File: config.mk
export PLATFORM = sky130hd
export DESIGN_NAME = decode_stage
export DESIGN_NICKNAME = d
export VERILOG_FILES = /design/src/source/core_pkg.sv /design/src/source/decode_stage.sv
export SDC_FILE = /design/constraint.sdc
export NUM_CORES = 1
export LEC_CHECK = 0
export ABC_AREA = 1
export BUFFER_PORTS_ARGS = -buffer_cell sky130_fd_sc_hd__buf_2
export CAP_MARGIN = 10
export CELL_PAD_IN_SITES_DETAIL_PLACEMENT = 0
export CELL_PAD_IN_SITES_GLOBAL_PLACEMENT = 1
export CORE_AREA = 2 2 210 212
export DETAILED_ROUTE_END_ITERATION = 6
export DIE_AREA = 0 0 212 214
export PLACE_DENSITY = 0.45
export SLEW_MARGIN = 20
export SYNTH_ARGS = -nofsm -noshare
export SYNTH_HDL_FRONTEND = slang
export SYNTH_SLANG_ARGS = --single-unit
File: constraint.sdc
create_clock -name clock -period 3.2 [get_ports clock]
set_input_delay 0.64 -clock clock [delete_from_list [all_inputs] [get_ports clock]]
set_output_delay 0.64 -clock clock [all_outputs]
set_load 0.02 [all_outputs]
File: src/source/core_pkg.sv
// RV64I integer subset only (OP, OP-IMM, LUI); no loads, stores, branches or CSRs
package core_pkg;

	typedef logic [63:0] word_t;
	typedef logic [31:0] inst_t;
	typedef logic [4:0] reg_addr_t;
	typedef logic [3:0] alu_op_t;

	localparam alu_op_t ALU_ADD    = 4'd0;
	localparam alu_op_t ALU_SUB    = 4'd1;
	localparam alu_op_t ALU_AND    = 4'd2;
	localparam alu_op_t ALU_OR     = 4'd3;
	localparam alu_op_t ALU_XOR    = 4'd4;
	localparam alu_op_t ALU_SLL    = 4'd5;
	localparam alu_op_t ALU_SRL    = 4'd6;
	localparam alu_op_t ALU_SRA    = 4'd7;
	localparam alu_op_t ALU_SLT    = 4'd8;
	localparam alu_op_t ALU_SLTU   = 4'd9;
	localparam alu_op_t ALU_PASS_B = 4'd10;

	localparam logic [6:0] OPC_OP     = 7'b0110011;
	localparam logic [6:0] OPC_OP_IMM = 7'b0010011;
	localparam logic [6:0] OPC_LUI    = 7'b0110111;

	// addi x0, x0, 0
	localparam inst_t NOP_INST = 32'h0000_0013;

	typedef enum logic {
		REQUESTING,
		RELEASING
	} fetch_state_e;

	typedef struct packed {
		logic valid;
		word_t pc;
		inst_t inst;
	} fetch_slot_t;

	typedef struct packed {
		logic valid;
		word_t pc;
		inst_t inst;
		alu_op_t alu_op;
		reg_addr_t rs1_addr;
		reg_addr_t rs2_addr;
		word_t rs1_data;
		word_t rs2_data;
		word_t imm;
		logic use_imm;
		reg_addr_t rd_addr;
		logic rd_wena;
		logic illegal;
	} decoded_t;

	typedef struct packed {
		logic valid;
		word_t pc;
		inst_t inst;
		reg_addr_t rd_addr;
		logic rd_wena;
		word_t rd_data;
		logic illegal;
	} commit_t;

endpackage

File: src/source/decode_stage.sv
// decodes OP, OP-IMM and LUI only; every other opcode or funct7 is marked illegal
`timescale 1ns/1ps

module decode_stage (
	input logic clock,
	input logic reset,
	input core_pkg::fetch_slot_t slot,
	output core_pkg::reg_addr_t rs1_addr,
	output core_pkg::reg_addr_t rs2_addr,
	input core_pkg::word_t rs1_data,
	input core_pkg::word_t rs2_data,
	output core_pkg::decoded_t decoded
);

	core_pkg::inst_t inst;
	logic [6:0] opcode;
	logic [2:0] funct3;
	logic [6:0] funct7;
	core_pkg::decoded_t dec_next;

	assign inst = slot.inst;
	assign opcode = inst[6:0];
	assign funct3 = inst[14:12];
	assign funct7 = inst[31:25];
	assign rs1_addr = inst[19:15];
	assign rs2_addr = inst[24:20];

	// alt selects sub or sra
	function automatic core_pkg::alu_op_t alu_from_funct3(input logic [2:0] f3, input logic alt);
		case (f3)
			3'd0: return alt ? core_pkg::ALU_SUB : core_pkg::ALU_ADD;
			3'd1: return core_pkg::ALU_SLL;
			3'd2: return core_pkg::ALU_SLT;
			3'd3: return core_pkg::ALU_SLTU;
			3'd4: return core_pkg::ALU_XOR;
			3'd5: return alt ? core_pkg::ALU_SRA : core_pkg::ALU_SRL;
			3'd6: return core_pkg::ALU_OR;
			default: return core_pkg::ALU_AND;
		endcase
	endfunction

	always_comb begin
		dec_next.valid = slot.valid;
		dec_next.pc = slot.pc;
		dec_next.inst = inst;
		dec_next.rs1_addr = rs1_addr;
		dec_next.rs2_addr = rs2_addr;
		dec_next.rs1_data = rs1_data;
		dec_next.rs2_data = rs2_data;
		dec_next.rd_addr = inst[11:7];
		dec_next.alu_op = core_pkg::ALU_ADD;
		dec_next.imm = {{52{inst[31]}}, inst[31:20]};
		dec_next.use_imm = 1'b0;
		dec_next.illegal = 1'b0;
		case (opcode)
			core_pkg::OPC_OP: begin
				dec_next.alu_op = alu_from_funct3(funct3, inst[30]);
				dec_next.illegal = !((funct7 == 7'b0000000) ||
					((funct7 == 7'b0100000) && ((funct3 == 3'd0) || (funct3 == 3'd5))));
			end
			core_pkg::OPC_OP_IMM: begin
				dec_next.use_imm = 1'b1;
				dec_next.alu_op = alu_from_funct3(funct3, inst[30] && (funct3 == 3'd5));
				// rv64 shifts keep a 6-bit shamt
				if (funct3 == 3'd1)
					dec_next.illegal = (inst[31:26] != 6'b000000);
				else if (funct3 == 3'd5)
					dec_next.illegal = (inst[31:26] != 6'b000000) && (inst[31:26] != 6'b010000);
			end
			core_pkg::OPC_LUI: begin
				dec_next.use_imm = 1'b1;
				dec_next.alu_op = core_pkg::ALU_PASS_B;
				dec_next.imm = {{32{inst[31]}}, inst[31:12], 12'b0};
			end
			default: dec_next.illegal = 1'b1;
		endcase
		dec_next.rd_wena = !dec_next.illegal;
	end

	always_ff @(posedge clock) begin
		decoded <= dec_next;
		if (reset)
			decoded.valid <= 1'b0;
	end

endmodule

==> impl_metrics.toml <==
[worst_setup_path]
critPathMaxStageDelay_ps = 880
critPathMaxFanout = 34
cp_cell_sequence = "buf_2"
endpoint_kind = "output pin"
path_class = "flop to output pin"
worstSetupStartpoint = "decoded[39]"
required_ps = 2560
critPathBufInv = 1
critPathSlowestCell = "dfxtp_1"
arrival_ps = 1760
cp_top_family = "flip-flops"
critPathLaunchType = "flop"
crit_cells = 1
setup.worst_path.end = "decoded[50]"

[route]
wl_per_cell_um = 14.2
drc_errors = 0
routed_wirelength_mm = 22.2
vias_per_cell = 3.05
antenna_left = 0
vias = 4759
drt-initial-drc-count = 156
firstDrtPassIters = 4

[floorplan]
initial_core_util_pct = 14.6
dieHeight_um = 214
core_area_um2 = 42900
dieArea_um2 = 45400
die_w_um = 212
pin_count = 548
rows = 76

[timing]
grt_setup_unrepaired = "false"
setup_tns_ps = 0
fin_crit_sh_pct = 74.9
whs_ps = 175
period_needed_ps = 2400
hold_viol_final = 0
relSlewSlack_pct = 41.9
tightest_slew_ps = 871
fmax_mhz = 417
setup_viol = 0
final_max_slew_viol_count = 0

[outcome]
status = "finished, final reports clean"

[clock_network]
cts_setup_buffers = 0
cts_repair_resize_count = 0
htreeDepth = 1
cts_made_buffers = 30
cts_tree = "done"
cts_sinks = 263
clockRootBuffer = "clkbuf_16"
cts.clk_slew.worst_paths_ps = 60
clockBufferDepth = 3
holdBufCountCts = 0

[synth]
ys_ff_latch = 263
ys_types = 19
synth_area_um2 = 6250
yosysWarnings = 0
ys_seq_area_share_pct = 84.2
syn_nets = 664
avgSynthCellArea_um2 = 14.3
synthCells = 437

[global_routing]
grt-ovfl-total = 0
antenna_found_initial = 2
grt_pass1_wl_mm = 30.3
grt_pass1_vias = 4674
grt_max_degree = 35
grt_use_total_pct = 9.14

[place]
dp.cells = 1505
routabilityCongestion = 0.768
place_hpwl_mm = 17.9
port_buffers = 547

[final_layout]
num_antenna_cells = 0
stdcell_count = 1558
area_delta_synth_final_pct = 64.1
final_layout_size_suffix_gt1_share_pct = 62.4
utilization_pct = 23.9
top_regs = "decoded x263"
layout.nets = 1179
fillers = 4609
largest_register_ffs = 263
largest-register = "decoded"

[power]
power_density_nw_per_um2 = 750
p_total_mw = 7.69
p_leak_nw = 5.18
peakVddDrop_v = 0.000434

[job]
drv_cap = 0

[min_path]
hp-class = "input port to flop"
-- placed cells by master, fill, tap and decap left out, types with 4 or more instances in the layout --
| cell | netlist | routed |
|---|---|---|
| clkinv_2 | 0 | 5 |
| clkbuf_8 | 0 | 6 |
| o21ai_0 | 17 | 17 |
| clkbuf_16 | 0 | 31 |
| nor2_1 | 20 | 20 |
| inv_1 | 25 | 25 |
| dfxtp_1 | 263 | 263 |
| o21ai_2 | 4 | 4 |
| nand2_1 | 26 | 25 |
| clkinvlp_4 | 0 | 4 |
| buf_2 | 1 | 547 |
| nand3_1 | 10 | 10 |
-- worst min-delay path by stage --
stage	cells after the start	start	endpoint	slack [ps]
after global placement	1	slot[44]	decoded[258]	740
after floorplan	0	rs2_data[28]	decoded[100]	670
after CTS	1	rs2_data[43]	decoded[115]	130
after detailed placement	1	rs1_data[34]	decoded[170]	740
after global routing	1	rs2_data[53]	decoded[125]	130
final	1	rs1_data[55]	decoded[191]	180
-- logic make-up (layout without fill, tap and decap cells) --
family / Yosys count / after routing / synth area share, %
compound gates: 23 / 23 / 2.12
simple gates: 61 / 61 / 4.24
buf+inv: 90 / 626 / 9.44
flops: 263 / 263 / 84.2
-- per-stage QoR --
step	setup slack [ps]	area, um^2
2_1_floorplan	1350	6250
3_5_place_dp	1030	9240
4_1_cts	724	10300
3_3_place_gp	1110	9240
6_report	803	10300
5_1_grt	554	10300
-- cells in the mapped netlist --
cell type  count  share of area (%)
a211oi_1       1               0.12
a21oi_1        1              0.080
buf_2          1              0.080
buf_4         58                7.0
buf_6          4               0.72
clkbuf_2       1              0.080
dfxtp_1      263                 84
inv_1         25                1.5
inv_4          1               0.10
nand2_1       26                1.6
nand2_4        1               0.18
nand3_1       10               0.80
nand3_2        1               0.16
nand4_1        1               0.10
nor2_1        20                1.2
nor3_1         1              0.080
nor3_2         1               0.16
o21ai_0       17                1.4
o21ai_2        4               0.56
-- report_power, final --
group | total, mW | internal, mW | switching (mW)
logic | 0.687 | 0.246 | 0.441
registers | 3.49 | 3.45 | 0.0450
clock network | 3.51 | 2.14 | 1.38
total | 7.69 | 5.83 | 1.86
-- final cells by class --
class                           count  area, um^2  area share [%]
Tap cell                          585         732            7.13
Sequential cell                   263        5270            51.3
Timing Repair Buffer              547        2740            26.7
Clock buffer                       39         866            8.44
Multi-Input combinational cell     84         400            3.90
Inverter                           26         100           0.975
Clock inverter                     14         163            1.58
-- layer usage --
layer / GRT usage [%] / share of wire (%)
met5: 0 / 0.059
met4: 2.98 / 2.7
met2: 17.4 / 53
met3: 3.89 / 11
met1: 8.69 / 33
(Power assumes the default switching activity.)
