$ cat src/source/core_pkg.sv
// RV64I integer subset only (OP, OP-IMM, LUI); no loads, stores, branches or CSRs
package core_pkg;

	typedef logic [63:0] word_t;
	typedef logic [31:0] inst_t;
	typedef logic [4:0] reg_addr_t;
	typedef logic [3:0] alu_op_t;

	localparam alu_op_t ALU_ADD    = 4'd0;
	localparam alu_op_t ALU_SUB    = 4'd1;
	localparam alu_op_t ALU_AND    = 4'd2;
	localparam alu_op_t ALU_OR     = 4'd3;
	localparam alu_op_t ALU_XOR    = 4'd4;
	localparam alu_op_t ALU_SLL    = 4'd5;
	localparam alu_op_t ALU_SRL    = 4'd6;
	localparam alu_op_t ALU_SRA    = 4'd7;
	localparam alu_op_t ALU_SLT    = 4'd8;
	localparam alu_op_t ALU_SLTU   = 4'd9;
	localparam alu_op_t ALU_PASS_B = 4'd10;

	localparam logic [6:0] OPC_OP     = 7'b0110011;
	localparam logic [6:0] OPC_OP_IMM = 7'b0010011;
	localparam logic [6:0] OPC_LUI    = 7'b0110111;

	// addi x0, x0, 0
	localparam inst_t NOP_INST = 32'h0000_0013;

	typedef enum logic {
		REQUESTING,
		RELEASING
	} fetch_state_e;

	typedef struct packed {
		logic valid;
		word_t pc;
		inst_t inst;
	} fetch_slot_t;

	typedef struct packed {
		logic valid;
		word_t pc;
		inst_t inst;
		alu_op_t alu_op;
		reg_addr_t rs1_addr;
		reg_addr_t rs2_addr;
		word_t rs1_data;
		word_t rs2_data;
		word_t imm;
		logic use_imm;
		reg_addr_t rd_addr;
		logic rd_wena;
		logic illegal;
	} decoded_t;

	typedef struct packed {
		logic valid;
		word_t pc;
		inst_t inst;
		reg_addr_t rd_addr;
		logic rd_wena;
		word_t rd_data;
		logic illegal;
	} commit_t;

endpackage

$ cat src/source/regfile.sv
// 32 x 64-bit, x0 reads zero, a same-cycle write is bypassed to both read ports
`timescale 1ns/1ps

module regfile (
	input logic clock,
	input logic reset,
	input core_pkg::reg_addr_t rs1_addr,
	input core_pkg::reg_addr_t rs2_addr,
	output core_pkg::word_t rs1_data,
	output core_pkg::word_t rs2_data,
	input core_pkg::commit_t write
);

	core_pkg::word_t regs [32];
	logic wena;

	assign wena = write.valid && write.rd_wena && (write.rd_addr != '0);

	always_ff @(posedge clock) begin
		if (reset) begin
			for (int i = 0; i < 32; i++) begin
				regs[i] <= '0;
			end
		end else if (wena) begin
			regs[write.rd_addr] <= write.rd_data;
		end
	end

	function automatic core_pkg::word_t read_reg(input core_pkg::reg_addr_t addr);
		if (addr == '0)
			return '0;
		// writeback in flight wins
		if (wena && (write.rd_addr == addr))
			return write.rd_data;
		return regs[addr];
	endfunction

	always_comb begin
		rs1_data = read_reg(rs1_addr);
		rs2_data = read_reg(rs2_addr);
	end

	x0_stays_zero: assert property (
		@(posedge clock) disable iff (reset)
		write.valid && write.rd_wena && (write.rd_addr == '0) |=> regs[0] == '0
	);

endmodule

$ cat config.mk
export PLATFORM = sky130hd
export DESIGN_NAME = regfile
export DESIGN_NICKNAME = d
export VERILOG_FILES = /design/src/source/core_pkg.sv /design/src/source/regfile.sv
export SDC_FILE = /design/constraint.sdc
export NUM_CORES = 2
export LEC_CHECK = 0
export BUFFER_PORTS_ARGS = -buffer_cell sky130_fd_sc_hd__buf_2
export CAP_MARGIN = 20
export CORE_MARGIN = 2
export CORE_UTILIZATION = 29
export DETAILED_ROUTE_END_ITERATION = 10
export HOLD_SLACK_MARGIN = 0.1
export SYNTH_ARGS = -nofsm -noshare
export SYNTH_HDL_FRONTEND = slang
export SYNTH_SLANG_ARGS = --single-unit
$ cat constraint.sdc
create_clock -name clock -period 2.6 [get_ports clock]
set_input_delay 0.13 -clock clock [delete_from_list [all_inputs] [get_ports clock]]
set_output_delay 0.13 -clock clock [all_outputs]
set_load 0.01 [all_outputs]
==> flow_metrics.env <==
export IMPL_nNetsFinal=8142
export IMPL_final_max_slew_viol_count=0
export IMPL_path_class="flip-flop to output port"
export IMPL_post_route_min_period_ns=3.18
export IMPL_p_int_mw=62.2
export IMPL_multi_input_area_um2=47300
export IMPL_cts_buffers_inserted=215
export IMPL_seqPwrFrac_pct=46.1
export IMPL_power_density_nw_per_um2=625
export IMPL_hold_ws_ns=0.199
export IMPL_antenna_found_initial=80
export IMPL_io_pins=308
export IMPL_grt_first_pass_wirelength_mm=673
export IMPL_drc_errors=0
export IMPL_outcome="finished with violations"
export IMPL_drt_initial_drc_count=14700
export IMPL_maxCapViolCount=0
export IMPL_wl_mm=503
export IMPL_drive_above_1_share_pct=34.6
export IMPL_die_x_um=617
export IMPL_critPathBufInv=2
export IMPL_vias_per_cell=6.09
export IMPL_grt_util_all_layers_pct=25.7
export IMPL_largest_reg_flops=2048
export IMPL_stdcell_area_um2=135000
export IMPL_ys_async_sr_fraction_pct=0
export IMPL_critPathSlowestCell="mux4_2"
export IMPL_p_comb_share_pct=15.4
export IMPL_grt_max_degree=65
export IMPL_overflow=0
export IMPL_p_switching_mw=22.4
export IMPL_tightest_slew_ns=1.15
export IMPL_yosys_cell_count_top_type="edfxtp_1"
export IMPL_die_area_um2=381000
export IMPL_rsz0062_at_grt="true"
export IMPL_io_buffer_count=210
export IMPL_ir_worst_vdd_mv=0.557
export IMPL_ys_ff_latch=2048
export IMPL_nFillCells=35000
export IMPL_yosysWarnings=0
export IMPL_hold_path_class="input pin to flip-flop"
export IMPL_finalPower_mw=84.6
export IMPL_finalWorstSetupSlack_ns=-0.579
export IMPL_final_util_pct=36.1
export IMPL_cts_sinks=2048
export IMPL_crit_required_ns=2.47
export IMPL_cts_buffer_depth=4
export IMPL_worst_path_max_fanout=2
export IMPL_synth_area_um2=109000
export IMPL_finalCritPeriodShare_pct=122
export IMPL_regArea_um2=61500
export IMPL_wl_per_cell_um=38.2
export IMPL_clk_pin_slew_ns=0.06
export IMPL_synth_edff_count=2048
export IMPL_synth_top_area_share_pct=56.4
export IMPL_synth_top_area_cell="edfxtp_1"
export IMPL_worstSetupEndpointType="output port"
export IMPL_placementRows=225
export IMPL_area_delta_synth_final_pct=24.2
export IMPL_dr_pass1_iters=9
export IMPL_p_leak_nw=47.0
export IMPL_coreArea_um2=375000
export IMPL_synth_cell_types=68
export IMPL_start_kind="flip-flop"
export IMPL_detail_route_antenna_nets=0
export IMPL_routabilityCongestion=0.950
export IMPL_top_regs="regs (2048)"
export IMPL_cts_root_buf="clkbuf_16"
export IMPL_yosys_top_cells_area="edfxtp_1, mux4_2, and2_1, mux2i_1, clkbuf_1"
export IMPL_vias=80300
export IMPL_switching_share_pct=26.5
export IMPL_p_clk_share_pct=38.5
export IMPL_hpwl_mm=314
export IMPL_fmax_ghz=0.315
export IMPL_path_cells="mux4_2 > nor2b_4 > a211oi_2 > a21oi_2 > a2111oi_4 > buf_4 > nor2_4 > buf_6"
export IMPL_cp_top_family="compound AO/OA/AOI/OAI gates"
export IMPL_syn_inst=7353
export IMPL_cts_tree="done"
export IMPL_grt_pass1_vias=78300
export IMPL_setup_viol=127
export IMPL_critical_path_arrival_ns=3.05
export IMPL_cpPeakStageDelay_ns=0.48
export IMPL_start_util_pct=29.1
export IMPL_violations="negative setup slack"
export IMPL_place_area_um2=124000
export IMPL_finalHoldViolCount=0
export IMPL_synth_common_cells="edfxtp_1, and2_1, mux4_2"
export IMPL_ys_seq_area_share_pct=56.4
export IMPL_synth_ff_type="edfxtp_1"
export IMPL_syn_area_per_cell_um2=14.8
export IMPL_die_h_um=617
export IMPL_pre_cts_slack_ns=-0.796
export IMPL_largest_register="regs"
export IMPL_htreeDepth=4
export IMPL_relSlewSlack_pct=23.2
what timing repair did:
action | 4_1_cts | 5_1_grt
pin swaps | 303 | 120
hold buffers | 66 | 0
setup endpoints to repair | 128 | 128
hold endpoints to repair | 2012 | 0
buffers inserted | 36 | 24
gates resized for setup | 549 | 109
routing by layer:
layer / vias to the layer above / global-route usage, % / routed length (µm) / part of all wire (%)
met3: 1864 / 7.74 / 69600 / 14
li1: 29600 / - / - / -
met2: 7566 / 39.0 / 222000 / 44
met4: 36 / 19.1 / 43000 / 8.5
met5: - / 0 / 232 / 0.046
met1: 41200 / 30.9 / 168000 / 33
path summary, 6_finish.rpt:
check	start	endpoint	slack, ns	depth (start not counted)
worst min-delay path	write[67]	regs[27][27]$_SDFFCE_PN0P_	0.20	5
worst max-delay path	regs[19][25]$_SDFFCE_PN0P_	rs2_data[25]	-0.58	8
area by class of cell:
type	instances	area share, %
multi-input combinational	4543	34.9
clock inverter	137	1.18
clock buffer	251	4.09
inverter	3	0.00832
sequential	2048	45.4
timing repair buffer	1151	9.64
tap	4994	4.62
antenna	55	0.102
per-stage QoR:
stage	std cells	TNS, ns
after global placement	12700	-13.55
after global routing	13100	-29.92
final	13200	-24.53
after CTS	13100	-27.30
after detailed placement	12700	-11.78
after floorplan	7416	0
cells in the final DEF, fill, tap and decap left out, types with 30 or more instances in the layout:
| cell | Yosys | final |
|---|---|---|
| a21oi_1 | 113 | 73 |
| buf_4 | 60 | 540 |
| a22oi_1 | 91 | 61 |
| dlygate4sd3_1 | 0 | 66 |
| buf_12 | 0 | 333 |
| edfxtp_1 | 2048 | 2048 |
| bufinv_16 | 0 | 34 |
| diode_2 | 0 | 55 |
| a22o_1 | 56 | 40 |
| clkinv_2 | 0 | 40 |
| nor2_4 | 0 | 51 |
| clkbuf_1 | 565 | 35 |
| o21ai_0 | 69 | 47 |
| buf_6 | 7 | 87 |
| o221ai_1 | 39 | 39 |
| mux2_2 | 68 | 40 |
| and2_1 | 1988 | 1986 |
| mux2i_1 | 321 | 305 |
| mux4_2 | 864 | 864 |
| o22ai_1 | 192 | 147 |
| a22oi_2 | 0 | 30 |
| o22ai_2 | 0 | 39 |
| clkbuf_16 | 0 | 216 |
| nor2_1 | 137 | 57 |
| buf_2 | 165 | 119 |
| nand2_1 | 117 | 87 |
| clkinv_1 | 0 | 41 |
| or2_4 | 0 | 32 |
| conb_1 | 1 | 64 |
| o211ai_1 | 33 | 33 |
power groups by stage:
stage | clock, mW | sequential [mW] | combinational [mW]
global placement | 0 | 39.5 | 11.6
floorplan | 0 | 39.3 | 5.89
CTS | 32.6 | 38.9 | 12.6
detailed placement | 0 | 39.6 | 11.7
finish | 32.6 | 39.0 | 13.1
global route | 33.7 | 39.1 | 13.2
cells by family (layout without fill, tap and decap cells):
family	after synthesis	after routing	share of synthesized area [%]
multiplexers	1253	1253	21.5
flip-flops	2048	2048	56.4
XOR/XNOR	10	10	0.0804
AO/OA/AOI/OAI	821	821	5.51
buffers and inverters	825	1542	3.29
other	1	119	0.00344
AND/OR/NAND/NOR	2395	2395	13.2
worst min-delay path, delay by kind of cell:
kind                   cells  cell delay [ns]
buffers and inverters      2             0.32
and+or+nand+nor            3             0.48
Power figures use the tool's default switching activity.
