File: src/source/core_pkg.sv
// RV64I integer subset only (OP, OP-IMM, LUI); no loads, stores, branches or CSRs
package core_pkg;

	typedef logic [63:0] word_t;
	typedef logic [31:0] inst_t;
	typedef logic [4:0] reg_addr_t;
	typedef logic [3:0] alu_op_t;

	localparam alu_op_t ALU_ADD    = 4'd0;
	localparam alu_op_t ALU_SUB    = 4'd1;
	localparam alu_op_t ALU_AND    = 4'd2;
	localparam alu_op_t ALU_OR     = 4'd3;
	localparam alu_op_t ALU_XOR    = 4'd4;
	localparam alu_op_t ALU_SLL    = 4'd5;
	localparam alu_op_t ALU_SRL    = 4'd6;
	localparam alu_op_t ALU_SRA    = 4'd7;
	localparam alu_op_t ALU_SLT    = 4'd8;
	localparam alu_op_t ALU_SLTU   = 4'd9;
	localparam alu_op_t ALU_PASS_B = 4'd10;

	localparam logic [6:0] OPC_OP     = 7'b0110011;
	localparam logic [6:0] OPC_OP_IMM = 7'b0010011;
	localparam logic [6:0] OPC_LUI    = 7'b0110111;

	// addi x0, x0, 0
	localparam inst_t NOP_INST = 32'h0000_0013;

	typedef enum logic {
		REQUESTING,
		RELEASING
	} fetch_state_e;

	typedef struct packed {
		logic valid;
		word_t pc;
		inst_t inst;
	} fetch_slot_t;

	typedef struct packed {
		logic valid;
		word_t pc;
		inst_t inst;
		alu_op_t alu_op;
		reg_addr_t rs1_addr;
		reg_addr_t rs2_addr;
		word_t rs1_data;
		word_t rs2_data;
		word_t imm;
		logic use_imm;
		reg_addr_t rd_addr;
		logic rd_wena;
		logic illegal;
	} decoded_t;

	typedef struct packed {
		logic valid;
		word_t pc;
		inst_t inst;
		reg_addr_t rd_addr;
		logic rd_wena;
		word_t rd_data;
		logic illegal;
	} commit_t;

endpackage

File: src/source/fetch_unit.sv
// pc only steps by four; inst_addr may change only while inst_req is low, pc_start 4-aligned
`timescale 1ns/1ps

module fetch_unit #(
	parameter core_pkg::word_t pc_start = 64'h8000_0000
) (
	input logic clock,
	input logic reset,
	output logic inst_req,
	output core_pkg::word_t inst_addr,
	input logic inst_ack,
	input core_pkg::inst_t inst_data,
	output core_pkg::fetch_slot_t slot
);

	core_pkg::fetch_state_e state;
	core_pkg::word_t pc;
	logic capture;

	// ack seen while our request is up
	assign capture = (state == core_pkg::REQUESTING) && inst_req && inst_ack;
	assign inst_addr = pc;

	always_ff @(posedge clock) begin
		if (capture) begin
			slot.pc <= pc;
			slot.inst <= inst_data;
		end
		if (reset) begin
			state <= core_pkg::REQUESTING;
			inst_req <= 1'b0;
			pc <= pc_start;
			slot.valid <= 1'b0;
		end else begin
			slot.valid <= capture;
			case (state)
				core_pkg::REQUESTING: begin
					if (capture) begin
						inst_req <= 1'b0;
						pc <= pc + 64'd4;
						state <= core_pkg::RELEASING;
					end else begin
						inst_req <= 1'b1;
					end
				end
				core_pkg::RELEASING: begin
					// wait for the responder to drop ack
					if (!inst_ack) begin
						inst_req <= 1'b1;
						state <= core_pkg::REQUESTING;
					end
				end
				default: state <= core_pkg::REQUESTING;
			endcase
		end
	end

	addr_stable_during_req: assert property (
		@(posedge clock) disable iff (reset)
		inst_req |=> !inst_req || $stable(inst_addr)
	);

endmodule

File: config.mk
export PLATFORM = sky130hd
export DESIGN_NAME = fetch_unit
export DESIGN_NICKNAME = d
export VERILOG_FILES = /design/src/source/core_pkg.sv /design/src/source/fetch_unit.sv
export SDC_FILE = /design/constraint.sdc
export NUM_CORES = 1
export LEC_CHECK = 0
export BUFFER_PORTS_ARGS = -buffer_cell sky130_fd_sc_hd__buf_2
export CORE_MARGIN = 2
export CORE_UTILIZATION = 30
export DETAILED_ROUTE_END_ITERATION = 8
export HOLD_SLACK_MARGIN = 0.06
export MAX_ROUTING_LAYER = met4
export PLACE_DENSITY = 0.52
export SYNTH_ARGS = -nofsm -noshare
export SYNTH_HDL_FRONTEND = slang
export SYNTH_SLANG_ARGS = --single-unit
File: constraint.sdc
create_clock -name clock -period 6.28 [get_ports clock]
set_clock_uncertainty 0.2 [all_clocks]
set_input_delay 0.942 -clock clock [delete_from_list [all_inputs] [get_ports clock]]
set_output_delay 0.942 -clock clock [all_outputs]
set_load 0.01 [all_outputs]
==> reports/qor.log <==
INFO  final_layout   post_route_cells_drive_above_1_share=0.3502
INFO  detailed_routing dr.pass1.iters=5
INFO  detailed_routing via_count=4,354
INFO  placement      io_buffer_count=192
INFO  logic_synthesis synthCells=457
INFO  floorplan      die_h=144.0um
INFO  placement      place_congestion=0.7877
INFO  critical_path  timing.critical_path.cells=nand4_2, nor4_2, nand4_1, or4_1, a21oi_1
INFO  critical_path  r2r-start=inst_addr[11]
INFO  pwr            ir_drop=0.2034mV
INFO  timing         report.final.setup_viol=0
INFO  logic_synthesis synth.cells.most_frequent=sky130_fd_sc_hd__edfxtp_1 (94), sky130_fd_sc_hd__dfxtp_1 (65), sky130_fd_sc_hd__nor2_1 (43), sky130_fd_sc_hd__a21oi_1 (30)
INFO  run            drv_cap=0
INFO  detailed_routing detail_route.vias_per_cell=4.652
INFO  critical_path  critPathArrivalTime=3.19ns
INFO  clock_tree     number_of_buffers_inserted_by_hold_repair_at_cts=0
INFO  detailed_routing drt_iter0_drc=203
INFO  floorplan      die-area=20,730um^2
INFO  placement      post_detailed_placement_half_perimeter_wirelength=9937um
INFO  global_route   grt.overflow.total=0
INFO  timing         setup_repair_after_global_routing_missed_its_margin=no
INFO  critical_path  r2r.worst_path.cells=5
INFO  timing         timing.final.hold_violations=0
INFO  pwr            power_density=299.6nW/um^2
INFO  hold_path      hold_class=flip-flop to flip-flop
INFO  logic_synthesis synthMostInstantiatedCell=sky130_fd_sc_hd__edfxtp_1
INFO  critical_path  timing.setup.critical_path_class=flip-flop to flip-flop
INFO  timing         timing.final.crit_period=3.047ns
INFO  logic_synthesis synth_edf_count=94
INFO  run_status     run_status=complete, no violations
INFO  final_layout   design.final.nets=694
INFO  floorplan      floorplan.initialDensity=0.3040
INFO  clock_tree     tritoncts=done
INFO  timing         post-route-period-util=0.4851
INFO  critical_path  critical_path.endpoint_type=flip-flop
INFO  critical_path  r2r-end=inst_addr[61]
INFO  logic_synthesis synthesis.area_per_instance=12.86um^2
INFO  timing         relSlewSlack=0.2401
INFO  global_route   global_route.usage.total=0.1386
INFO  detailed_routing routed_wirelength=14,380um
INFO  critical_path  reg2reg_slack=3.23ns
INFO  logic_synthesis yosysTopAreaCell=sky130_fd_sc_hd__edfxtp_1
INFO  logic_synthesis ys_types=35
INFO  critical_path  worst_setup_path_endpoint=inst_addr[61]
INFO  logic_synthesis sequential_to_total_area_share_from_yosys_stat=0.7016
INFO  pwr            power.leakage=2.878nW
INFO  logic_synthesis number_of_storage_elements_in_the_synthesis_netlist=159
INFO  critical_path  timing.critical_path.slowest_cell_delay=0.94ns
INFO  final_layout   post_synthesis_to_final_layout_area_growth=31.74%
INFO  pwr            power.total=0.002320W
INFO  clock_tree     numCtsBuffers=17
INFO  clock_tree     cts_setup_buffers=0
INFO  timing         fmaxAchievable=328.2MHz
INFO  detailed_routing dr_drc_count=0
INFO  logic_synthesis synth.top_cells.by_area=sky130_fd_sc_hd__edfxtp_1 (48%), sky130_fd_sc_hd__dfxtp_1 (22%), sky130_fd_sc_hd__xor2_1 (3.9%)
INFO  logic_synthesis synth.top_cell.area_share=0.4802
INFO  clock_tree     clock_latency=0.41ns
INFO  detailed_routing wl_per_cell=15.37um
INFO  critical_path  critical-path-slowest-cell=sky130_fd_sc_hd__nor4_2
INFO  logic_synthesis syn-cell-area=5878um^2
INFO  floorplan      floorplan.die.width=144.0um
INFO  final_layout   n_antenna_cell=0
INFO  timing         setup_tns=0ns
INFO  global_route   global_route_wire_length_before_repair=21,380um
INFO  critical_path  cp.required=6.42ns
INFO  logic_synthesis ys_async_sr_fraction=0
INFO  floorplan      core_area=19,330um^2
INFO  logic_synthesis postSynth.topFlopCell=sky130_fd_sc_hd__edfxtp_1
INFO  clock_tree     cts.repair.resized=0
INFO  global_route   grt_pass1_vias=4,092
INFO  critical_path  critical_path.max_fanout=11
INFO  floorplan      pin_count=197
INFO  critical_path  worst_setup_path_startpoint=inst_addr[11]
INFO  detailed_routing final_antenna_net_count=0
INFO  timing         worst_pin_slew=1.140ns
INFO  global_route   maximum_number_of_pins_on_one_net_before_global_route_repair=87
INFO  clock_tree     cts-root-buf=sky130_fd_sc_hd__clkbuf_16
INFO  logic_synthesis yosysWarningCount=0
INFO  final_layout   finish.utilization=0.4005
INFO  floorplan      rows=51
INFO  clock_tree     clk_transition_reported_paths=0.07ns
INFO  clock_tree     cts.path.max_buffers=2
INFO  timing         final_max_slew_viol_count=0
INFO  clock_tree     clock_sinks=159
INFO  critical_path  start_kind=flip-flop
INFO  clock_tree     cts-htree-levels=4
INFO  global_route   initial_antenna_violation_count=0
## report_power, final
part	internal, W	switching (W)	leakage [nW]
registers	0.00114	0.0000101	1.34
clock network	0.000666	0.000415	0.290
logic	0.0000324	0.0000576	1.25
total	0.00184	0.000483	2.88
## through the flow
step	setup WS [ns]	hold WS (ns)	instance area, um^2	cells
final	3.233	0.3016	7744	936
after global routing	3.042	0.3234	7744	936
after CTS	3.247	0.3033	7744	936
after detailed placement	2.943	0.2838	7126	904
after global placement	3.032	0.3002	7126	904
after floorplan	2.465	0.2941	5889	460
## layout make-up
| class | count | area, um^2 |
|---|---|---|
| Tap cell | 265 | 331.6 |
| Inverter | 5 | 21.27 |
| Fill cell | 1855 | 11590 |
| Sequential cell | 159 | 4124 |
| Clock buffer | 18 | 429.2 |
| Clock inverter | 14 | 188.9 |
| Multi-Input combinational cell | 280 | 1665 |
| Timing Repair Buffer | 195 | 983.4 |
## cells by family after synthesis
group | Yosys count | synth area share
and+or+nand+nor | 184 | 0.1765
buffers and inverters | 21 | 0.01809
adders and majority gates | 1 | 0.002128
DFF | 159 | 0.7016
other | 1 | 0.0006380
xor gates and xnor gates | 34 | 0.05066
AOI/OAI and AO/OA | 57 | 0.05045
## registers in the layout, indices dropped and copies added, names as in the netlist
register / count
inst_addr: 62
slot: 95
inst_req: 1
state: 1
## layout by cell type (no fill, tap or decap), types with 3 or more instances in the layout
| cell type | count |
|---|---|
| sky130_fd_sc_hd__a21oi_1 | 30 |
| sky130_fd_sc_hd__and3_1 | 6 |
| sky130_fd_sc_hd__and4_1 | 6 |
| sky130_fd_sc_hd__buf_2 | 192 |
| sky130_fd_sc_hd__buf_4 | 3 |
| sky130_fd_sc_hd__bufinv_16 | 4 |
| sky130_fd_sc_hd__clkbuf_16 | 17 |
| sky130_fd_sc_hd__clkinv_1 | 3 |
| sky130_fd_sc_hd__clkinvlp_4 | 3 |
| sky130_fd_sc_hd__conb_1 | 4 |
| sky130_fd_sc_hd__dfxtp_1 | 65 |
| sky130_fd_sc_hd__edfxtp_1 | 94 |
| sky130_fd_sc_hd__inv_1 | 4 |
| sky130_fd_sc_hd__inv_6 | 3 |
| sky130_fd_sc_hd__nand2_1 | 28 |
| sky130_fd_sc_hd__nand3_1 | 24 |
| sky130_fd_sc_hd__nand4_1 | 28 |
| sky130_fd_sc_hd__nand4b_1 | 3 |
| sky130_fd_sc_hd__nor2_1 | 43 |
| sky130_fd_sc_hd__nor3_1 | 3 |
| sky130_fd_sc_hd__nor4_1 | 3 |
| sky130_fd_sc_hd__nor4_2 | 3 |
| sky130_fd_sc_hd__o21ai_0 | 23 |
| sky130_fd_sc_hd__o31ai_1 | 3 |
| sky130_fd_sc_hd__or3_1 | 22 |
| sky130_fd_sc_hd__or4_1 | 4 |
| sky130_fd_sc_hd__xnor2_1 | 8 |
| sky130_fd_sc_hd__xor2_1 | 26 |
## how the worst min path moves through the flow
stage          cells past startpoint  slack, ns       end           from
6_report                           0       0.30  slot[95]  inst_addr[63]
4_1_cts                            0       0.30  slot[95]  inst_addr[63]
2_1_floorplan                      0       0.29  slot[37]   inst_addr[5]
5_1_grt                            0       0.32  slot[76]  inst_addr[44]
3_5_place_dp                       0       0.28  slot[95]  inst_addr[63]
3_3_place_gp                       0       0.30  slot[76]  inst_addr[44]
## layer usage
layer	part of all wire	vias to the layer above	global-route usage
met1	0.45	2105	0.1717
met5	0	-	-
met2	0.47	144	0.2180
li1	-	2096	-
met3	0.066	9	0.03609
met4	0.015	0	0.05366
## critical path, delay by kind of cell, from the launching register on
family,cells,cell delay (ns)
flip-flops,1,0.47
AO/OA/AOI/OAI,1,0.16
AND/OR/NAND/NOR,4,2.15
Power figures use the tool's default switching activity.
